File: src/verilog/a8_io_pkg.sv
package a8_io_pkg;

	// ==========================================================================
	// Subsystem constants
	// ==========================================================================

	localparam int NUM_DRIVES     = 8;
	localparam int DRV_W          = $clog2(NUM_DRIVES);
	localparam int MOUSE_STEP_MAX = 10;
	localparam int AXIS_MIN       = -128;
	localparam int AXIS_MAX       = 127;

	localparam logic [7:0] ROM_PAD_BYTE = 8'hFF;

	// ==========================================================================
	// Packed types
	// ==========================================================================

	// Firmware command register with the data word in the low bits
	typedef struct packed {
		logic             io_reset;
		logic             data_rd;
		logic             data_wr;
		logic [DRV_W-1:0] drv_num;
		logic             block_wr;
		logic             block_rd;
		logic             lba_sel;
		logic [31:0]      data;
	} fw_cmd_t;

	// Status byte as seen by the firmware, io_done in bit 0
	typedef struct packed {
		logic             read_only;
		logic [1:0]       file_type;
		logic [DRV_W-1:0] file_no;
		logic             mounted;
		logic             io_done;
	} fw_status_t;

	typedef struct packed {
		logic [NUM_DRIVES-1:0] mount;
		logic                  read_only;
		logic [31:0]           size;
	} mount_evt_t;

	typedef struct packed {
		logic              toggle;
		logic signed [8:0] dx;
		logic signed [8:0] dy;
		logic [1:0]        buttons;
	} mouse_pkt_t;

endpackage

File: src/verilog/mouse_paddle.sv
`timescale 1ns/1ps

module mouse_paddle
	import a8_io_pkg::*;
(
	input  logic              clk_sys,
	input  logic              areset,

	input  mouse_pkt_t        mouse_i,
	input  logic [15:0]       stick_i,
	input  logic [1:0]        buttons_i,
	input  logic              cpu_halt_i,

	output logic signed [7:0] paddle_x_o,
	output logic signed [7:0] paddle_y_o,
	output logic [1:0]        fire_o
);

	logic              tog_q, tog_q2;
	logic signed [8:0] dx_q, dy_q;
	logic signed [7:0] pos_x, pos_y;
	logic              emu;
	logic              pkt_stb;
	logic              takeover;

	// Limit one packet's movement
	function automatic logic signed [8:0] step_clamp(input logic signed [8:0] d);
		if (d > MOUSE_STEP_MAX) begin
			return 9'(MOUSE_STEP_MAX);
		end
		if (d < -MOUSE_STEP_MAX) begin
			return -9'(MOUSE_STEP_MAX);
		end
		return d;
	endfunction

	function automatic logic signed [7:0] axis_add(input logic signed [7:0] pos,
		input logic signed [8:0] d);
		logic signed [9:0] sum;
		sum = pos + d;
		if (sum > AXIS_MAX) begin
			return 8'(AXIS_MAX);
		end
		if (sum < AXIS_MIN) begin
			return 8'(AXIS_MIN);
		end
		return sum[7:0];
	endfunction

	assign pkt_stb  = tog_q ^ tog_q2;
	assign takeover = (stick_i != '0) || cpu_halt_i;

	// Deltas sampled together with the toggle
	always_ff @(posedge clk_sys) begin
		dx_q <= mouse_i.dx;
		dy_q <= mouse_i.dy;
	end

	always_ff @(posedge clk_sys) begin
		if (areset) begin
			tog_q  <= mouse_i.toggle;
			tog_q2 <= mouse_i.toggle;
			emu    <= 1'b0;
			pos_x  <= '0;
			pos_y  <= '0;
		end else begin
			tog_q  <= mouse_i.toggle;
			tog_q2 <= tog_q;
			// Real stick or halted CPU wins over a packet
			if (takeover) begin
				emu   <= 1'b0;
				pos_x <= '0;
				pos_y <= '0;
			end else if (pkt_stb) begin
				emu   <= 1'b1;
				pos_x <= axis_add(pos_x, step_clamp(dx_q));
				pos_y <= axis_add(pos_y, step_clamp(dy_q));
			end
		end
	end

	assign paddle_x_o = emu ? pos_x : stick_i[7:0];
	assign paddle_y_o = emu ? pos_y : stick_i[15:8];
	assign fire_o     = emu ? mouse_i.buttons : buttons_i;

endmodule

File: config.mk
export PLATFORM = sky130hd
export DESIGN_NAME = mouse_paddle
export DESIGN_NICKNAME = d
export VERILOG_FILES = /design/src/verilog/a8_io_pkg.sv /design/src/verilog/mouse_paddle.sv
export SDC_FILE = /design/constraint.sdc
export NUM_CORES = 1
export LEC_CHECK = 0
export CAP_MARGIN = 5
export CORE_UTILIZATION = 45
export DETAILED_ROUTE_END_ITERATION = 8
export DONT_BUFFER_PORTS = 1
export PLACE_DENSITY = 0.7
export SLEW_MARGIN = 25
export SYNTH_ARGS = -nofsm -noshare
export SYNTH_HDL_FRONTEND = slang
export SYNTH_SLANG_ARGS = --single-unit
File: constraint.sdc
create_clock -name clk_sys -period 9.1 [get_ports clk_sys]
set_input_delay 1.365 -clock clk_sys [delete_from_list [all_inputs] [get_ports clk_sys]]
set_output_delay 1.365 -clock clk_sys [all_outputs]
set_load 0.02 [all_outputs]
==> results of run 1 <==
[cells by family after synthesis]
| kind of cell | synth area share [%] |
|---|---|
| xor gates and xnor gates | 3.99 |
| muxes | 8.87 |
| and+or+nand+nor | 20.9 |
| buffers and inverters | 3.58 |
| adders and majority gates | 12.0 |
| AOI/OAI and AO/OA | 19.9 |
| DFF | 30.7 |
[cell usage in the layout (no fill, tap or decap), drive strengths merged, types with 5 or more instances in the layout]
cell type	instances
nor2	37
or3	9
a21o	8
inv	17
o21a	6
mux2	19
nor3	7
ha	20
nor4	5
a31oi	7
o21ai	11
a21oi	19
nand2	16
nand3	5
clkbuf	7
xnor2	7
dfxtp	37
[worst paths after layout]
path / from / to / cells after the start
setup / recovery: dx_q[5] / pos_x[3] / 14
hold / removal: pos_x[3] / pos_x[3] / 2
setup reg to reg: dx_q[5] / pos_x[3] / 14
hold reg to reg: pos_x[3] / pos_x[3] / 2
[layout make-up]
cell class	instances	area, sq um
Fill cell	508	2540
Multi-Input combinational cell	222	1590
Sequential cell	37	741
Tap cell	70	87.6
Clock buffer	7	86.3
Inverter	17	63.8
Clock inverter	1	30.0
Timing Repair Buffer	1	7.51
[layer usage]
layer | track usage (%) | share of wire, % | routed length [microns]
met5 | 0 | 0 | 0
met4 | 6.17 | 0.69 | 37
met3 | 4.28 | 6.3 | 338
met2 | 29.6 | 42 | 2250
met1 | 27.4 | 51 | 2760
[power by group]
part | switching (mW) | internal, mW | leakage [nW] | total (mW)
clock network | 0.0546 | 0.0893 | 0.0585 | 0.144
registers | 0.00329 | 0.167 | 0.306 | 0.170
logic | 0.0359 | 0.0208 | 0.739 | 0.0566
[Yosys cell counts (2+ instances only)]
cell type | count | area share (%)
o22ai_1 | 3 | 0.78
a211oi_1 | 4 | 1.2
nand4_1 | 3 | 0.78
nand2_1 | 16 | 2.5
xnor2_1 | 7 | 2.5
nand2b_1 | 3 | 0.78
nand3_1 | 5 | 1.0
fa_1 | 2 | 1.7
dfxtp_1 | 37 | 31
nor2_1 | 37 | 5.8
a31oi_1 | 7 | 1.8
o221a_2 | 4 | 1.9
a21o_1 | 8 | 2.5
nor2b_1 | 4 | 1.0
clkbuf_1 | 4 | 0.62
inv_1 | 17 | 2.6
or3_1 | 9 | 2.3
ha_1 | 20 | 10
a2111oi_1 | 2 | 0.83
nor4_1 | 5 | 1.3
a21oi_1 | 19 | 3.9
nor3b_1 | 2 | 0.62
o21ai_0 | 10 | 2.1
nor3_1 | 6 | 1.2
xor2_1 | 4 | 1.5
buf_1 | 2 | 0.31
mux2_2 | 19 | 8.9
o21a_1 | 6 | 1.9
[sequential cells by signal, indices dropped and copies added (netlist names)]
signal / cells
dx_q: 9
dy_q: 9
emu: 1
pos_x: 8
pos_y: 8
tog_q: 1
tog_q2: 1
[worst reg2reg max path, cell delays in order (launching register included)]
cell and delay [ns]:
dfxtp_1 0.36, nand4_1 0.10, or3_1 0.32, ha_1 0.37
nor3b_1 0.31, ha_1 0.23, inv_1 0.06, fa_1 0.39
nand2b_1 0.20, a21oi_1 0.17, o21a_1 0.16, nor3_1 0.05
or4_4 0.46, and3_4 0.21, a2111oi_1 0.35
[through the flow]
step / area, sq um / setup slack [ns] / hold WS (ns) / instances / utilization (%)
after floorplan: 2410 / 5.60 / 0.491 / 282 / -
after detailed placement: 2480 / 5.29 / 0.528 / 347 / 48.3
after CTS: 2600 / 5.24 / 0.546 / 355 / 50.6
after global placement: 2480 / 5.39 / 0.509 / 347 / 48.3
final: 2600 / 5.23 / 0.547 / 355 / 50.6
after global routing: 2600 / 4.95 / 0.562 / 355 / 50.6
==> flow_metrics.env, run 1 <==
export IMPL_slowest_delay_ns=0.46
export IMPL_worstMarginPinSlew_ns=0.942
export IMPL_cts_resized=0
export IMPL_num_antenna_cells=0
export IMPL_dpl_hpwl_microns=4390
export IMPL_max_cap_violations=0
export IMPL_end_kind="flip-flop"
export IMPL_rows=26
export IMPL_wirelength_microns=5380
export IMPL_r2r_slack_ns=5.23
export IMPL_fp_dieH_microns=75.2
export IMPL_core_sq_um=5140
export IMPL_grt_max_degree=20
export IMPL_setup_violations=0
export IMPL_path_common_cell="ha_1"
export IMPL_layout_drive_gt1_share_pct=13.3
export IMPL_cts_hold_buf=0
export IMPL_seq_area_frac_synth_pct=30.7
export IMPL_first_global_vias=1774
export IMPL_drt_iter0_markers=215
export IMPL_synth_seq_cells=37
export IMPL_cts_setup_buffers=0
export IMPL_start_kind="flip-flop"
export IMPL_numClockSinks=37
export IMPL_maxSlewViolCount=0
export IMPL_hold_viol=0
export IMPL_crit_slowest_cell="or4_4"
export IMPL_postSynthAreaPerCell_sq_um=8.55
export IMPL_htreeDepth=2
export IMPL_post_route_drc_count=0
export IMPL_port_buffers=0
export IMPL_synth_edf_count=0
export IMPL_syn_inst=282
export IMPL_power_density_nw_per_um2=143
export IMPL_critPathTopFamily="simple AND/OR/NAND/NOR gates"
export IMPL_overflow=0
export IMPL_rsz0062_at_grt="false"
export IMPL_routedWlPerCell_microns=15.2
export IMPL_clk_path_buf_depth=2
export IMPL_cp_cell_sequence="nand4_1 > or3_1 > ha_1 > nor3b_1 > ha_1 > inv_1 > fa_1 > nand2b_1 > a21oi_1 > o21a_1 > nor3_1 > or4_4 > and3_4 > a2111oi_1"
export IMPL_async_reset_ff_share_pct=0
export IMPL_cp_required_ns=9.26
export IMPL_status="finished clean"
export IMPL_ys_warn_count=0
export IMPL_hold_class="flip-flop to flip-flop"
export IMPL_syn_nets=346
export IMPL_ant_nets=0
export IMPL_p_leak_nw=1.10
export IMPL_synth_flop_cell="dfxtp_1"
export IMPL_fmax_ghz=0.259
export IMPL_die_width_microns=75.2
export IMPL_vdd_drop_max_uv=90.1
export IMPL_globalplace_congestion=0.887
export IMPL_dieArea_sq_um=5660
export IMPL_grt_first_pass_wirelength_microns=8150
export IMPL_cp_arrival_ns=4.02
export IMPL_fin_skew_ns=0.00620
export IMPL_clk_latency_ns=0.28
export IMPL_min_period_ns=3.87
export IMPL_antenna_found_initial=0
export IMPL_ys_types=45
export IMPL_synthToLayoutAreaGrowth_pct=7.83
export IMPL_timing_slew_headroom_pct=36.7
export IMPL_grt_usage_pct=19.4
export IMPL_power_mw=0.371
export IMPL_start_util_pct=46.9
export IMPL_cts_root_buf="clkbuf_8"
export IMPL_finalCritPeriodShare_pct=42.5
export IMPL_cts_clk_slew_worst_paths_ns=0.07
export IMPL_nets=348
export IMPL_setup_tns_ns=0
export IMPL_vias=2017
export IMPL_firstDrtPassIters=4
export IMPL_via_per_inst=5.68
export IMPL_path_buf_inv=1
export IMPL_synth_area_sq_um=2410
export IMPL_num_io_pins=60
export IMPL_cts_tree="built"
export IMPL_crit_fanout=8
export IMPL_numCtsBuffers=5
export IMPL_critical_path_class="flip-flop to flip-flop"
Note: power is estimated with default switching activity, not from simulation.
==> run 2, diff against run 1 <==
--- a/config.mk
+++ b/config.mk
@@ -5,6 +5,7 @@
 export SDC_FILE = /design/constraint.sdc
 export NUM_CORES = 1
 export LEC_CHECK = 0
+export ABC_AREA = 1
 export CAP_MARGIN = 5
 export CORE_UTILIZATION = 45
 export DETAILED_ROUTE_END_ITERATION = 8
==> constraint.sdc (replaced) <==
create_clock -name clk_sys -period 3.9 [get_ports clk_sys]
set_input_delay 0.585 -clock clk_sys [delete_from_list [all_inputs] [get_ports clk_sys]]
set_output_delay 0.585 -clock clk_sys [all_outputs]
set_load 0.02 [all_outputs]
==> flow_metrics.env, run 2 <==
export IMPL_status="finished clean"
export IMPL_grt_max_degree=28
export IMPL_pre_cts_ws_ns=0.837
export IMPL_max_cap_violations=0
export IMPL_grt_busiest_layer="met2"
export IMPL_postSynthAreaPerCell_sq_um=6.29
export IMPL_port_buffers=0
export IMPL_grt_usage_pct=19.7
export IMPL_hold_viol=0
export IMPL_hold_path_startpoint="mouse_i[20]"
export IMPL_met3_usage_pct=4.12
export IMPL_fin_ws_ns=0.821
export IMPL_cts_setup_buffers=0
export IMPL_cts_clk_slew_worst_paths_ns=0.07
export IMPL_worstMarginPinSlew_ns=0.802
export IMPL_cts_tree="built"
export IMPL_clk_latency_ns=0.28
export IMPL_layout_commonest_cell="nand2_1"
export IMPL_rr_worst_depth=20
export IMPL_hold_class="input port to flip-flop"
export IMPL_vdd_drop_max_uv=183
export IMPL_synthToLayoutAreaGrowth_pct=5.87
export IMPL_reg2reg_from="dx_q[6]"
export IMPL_synth_edf_count=0
export IMPL_fmax_ghz=0.325
export IMPL_syn_inst=413
export IMPL_syn_nets=477
export IMPL_core_sq_um=5540
export IMPL_via_per_inst=5.00
export IMPL_vias=2431
export IMPL_setup_tns_ns=0
export IMPL_min_period_ns=3.08
export IMPL_seq_area_frac_synth_pct=28.5
export IMPL_antenna_found_initial=0
export IMPL_synth_area_leader_cell="dfxtp_1"
export IMPL_fin_skew_ns=0.00588
export IMPL_synth_seq_cells=37
export IMPL_crit_fanout=7
export IMPL_grtUsageMet2_pct=30.3
export IMPL_ys_types=28
export IMPL_numClockSinks=37
export IMPL_clk_path_buf_depth=2
export IMPL_end_kind="flip-flop"
export IMPL_async_reset_ff_share_pct=0
export IMPL_ant_nets=0
export IMPL_num_antenna_cells=0
export IMPL_synth_area_sq_um=2600
export IMPL_maxSlewViolCount=0
export IMPL_grt_first_pass_wirelength_microns=9340
export IMPL_start_kind="flip-flop"
export IMPL_final_cell_mix="nand2_1 (140), inv_1 (67), dfxtp_1 (37)"
export IMPL_finalCritPeriodShare_pct=79.0
export IMPL_layout_drive_gt1_share_pct=4.11
export IMPL_firstDrtPassIters=4
export IMPL_num_io_pins=60
export IMPL_htreeDepth=2
export IMPL_fp_dieH_microns=78.0
export IMPL_grt_use_met1_pct=27.4
export IMPL_ys_warn_count=0
export IMPL_overflow=0
export IMPL_yosysMostFrequentCell="nand2_1"
export IMPL_top_regs="dx_q: 9 flops, dy_q: 9 flops"
export IMPL_cts_root_buf="clkbuf_8"
export IMPL_cp_required_ns=4.07
export IMPL_synthTopCellsByArea="dfxtp_1 (29%), nand2_1 (20%), inv_1 (9.7%)"
export IMPL_rows=27
export IMPL_wirelength_microns=5700
export IMPL_drt_iter0_markers=159
export IMPL_dieArea_sq_um=6080
export IMPL_globalplace_congestion=0.869
export IMPL_power_density_nw_per_um2=286
export IMPL_nets=478
export IMPL_post_route_drc_count=0
export IMPL_cts_resized=0
export IMPL_r2r_slack_ns=0.82
export IMPL_cts_hold_buf=0
export IMPL_start_util_pct=46.9
export IMPL_setup_violations=0
export IMPL_min_path_cells=0
export IMPL_dpl_hpwl_microns=4710
export IMPL_die_width_microns=78.0
export IMPL_p_leak_nw=1.46
export IMPL_cp_arrival_ns=3.25
export IMPL_r2r_end="pos_x[6]"
export IMPL_min_to="tog_q"
export IMPL_routedWlPerCell_microns=11.7
export IMPL_rsz0062_at_grt="false"
export IMPL_synth_top_cells_by_count="nand2_1 (140), inv_1 (67), dfxtp_1 (37)"
export IMPL_synth_top_area_share_pct=28.5
export IMPL_numCtsBuffers=5
export IMPL_timing_slew_headroom_pct=46.5
export IMPL_first_global_vias=2140
export IMPL_synth_flop_cell="dfxtp_1"
export IMPL_critical_path_class="flip-flop to flip-flop"
==> run 2: cell types whose count changed in the layout (fill, tap and decap cells not counted), moves of 6 or more <==
cell     delta
a21oi_1    +10
nand2_1   +124
a31oi_1     -7
inv_1      +50
nand3_1    +10
or3_1       -9
a21o_1      -8
nor2_1      -7
mux2_2     -19
o21a_1      -6
o21ai_0    +16
==> run 2: power breakdown <==
part           internal [mW]  switching [mW]
clock network          0.140           0.122
logic                 0.0394          0.0902
registers              0.389         0.00628
==> run 2: per-layer routing <==
layer	part of all wire, %	up-vias
met2	41	83
met4	1.2	0
met1	51	1036
met3	6.4	7
met5	0	-
li1	-	1305
==> run 2: worst max path at each step <==
stage	from	to	depth (start not counted)
floorplan	dx_q[6]	pos_x[0]	20
global placement	dx_q[6]	pos_x[2]	20
detailed placement	dx_q[6]	pos_x[6]	20
CTS	dx_q[6]	pos_x[6]	20
global route	dy_q[5]	pos_y[0]	17
finish	dx_q[6]	pos_x[6]	20
==> run 2: logic make-up after synthesis <==
| logic type | after synthesis | share of synthesized area [%] |
|---|---|---|
| compound gates | 62 | 13.1 |
| xor+xnor | 9 | 3.03 |
| fa+ha+maj | 22 | 11.2 |
| buf+inv | 73 | 10.6 |
| flops | 37 | 28.5 |
| simple gates | 210 | 33.6 |
==> run 2: final cells by class <==
class / count / area (sq um)
fill: 579 / 2790
sequential: 37 / 741
inverter: 67 / 251
clock buffer: 7 / 86.3
multi-input combinational: 303 / 1580
tap: 72 / 90.1
==> run 2: metrics by stage <==
stage	utilization (%)	hold WS, ns	std cells	power (mW)	instance area (sq um)
global placement	48.1	0.462	479	0.532	2670
CTS	49.7	0.314	486	0.795	2750
detailed placement	48.1	0.475	479	0.533	2670
finish	49.7	0.319	486	0.787	2750
global route	49.7	0.302	486	0.829	2750
floorplan	-	0.448	413	0.509	2600
==> run 2: critical path, cell delays in order (launching register included) <==
cell and delay [ns]:
dfxtp_1 0.34, inv_1 0.06, nor3_1 0.17, nand4_1 0.11, ha_1 0.35, inv_1 0.12
nand2_1 0.07, nor2_1 0.13, ha_1 0.20, inv_1 0.07, fa_1 0.40, inv_1 0.07
nand2_1 0.04, nand2_1 0.09, nand3_1 0.12, nand2_1 0.11, nand2_1 0.05, nand2_1 0.07
nand2_2 0.07, a21oi_4 0.22, a21oi_1 0.10
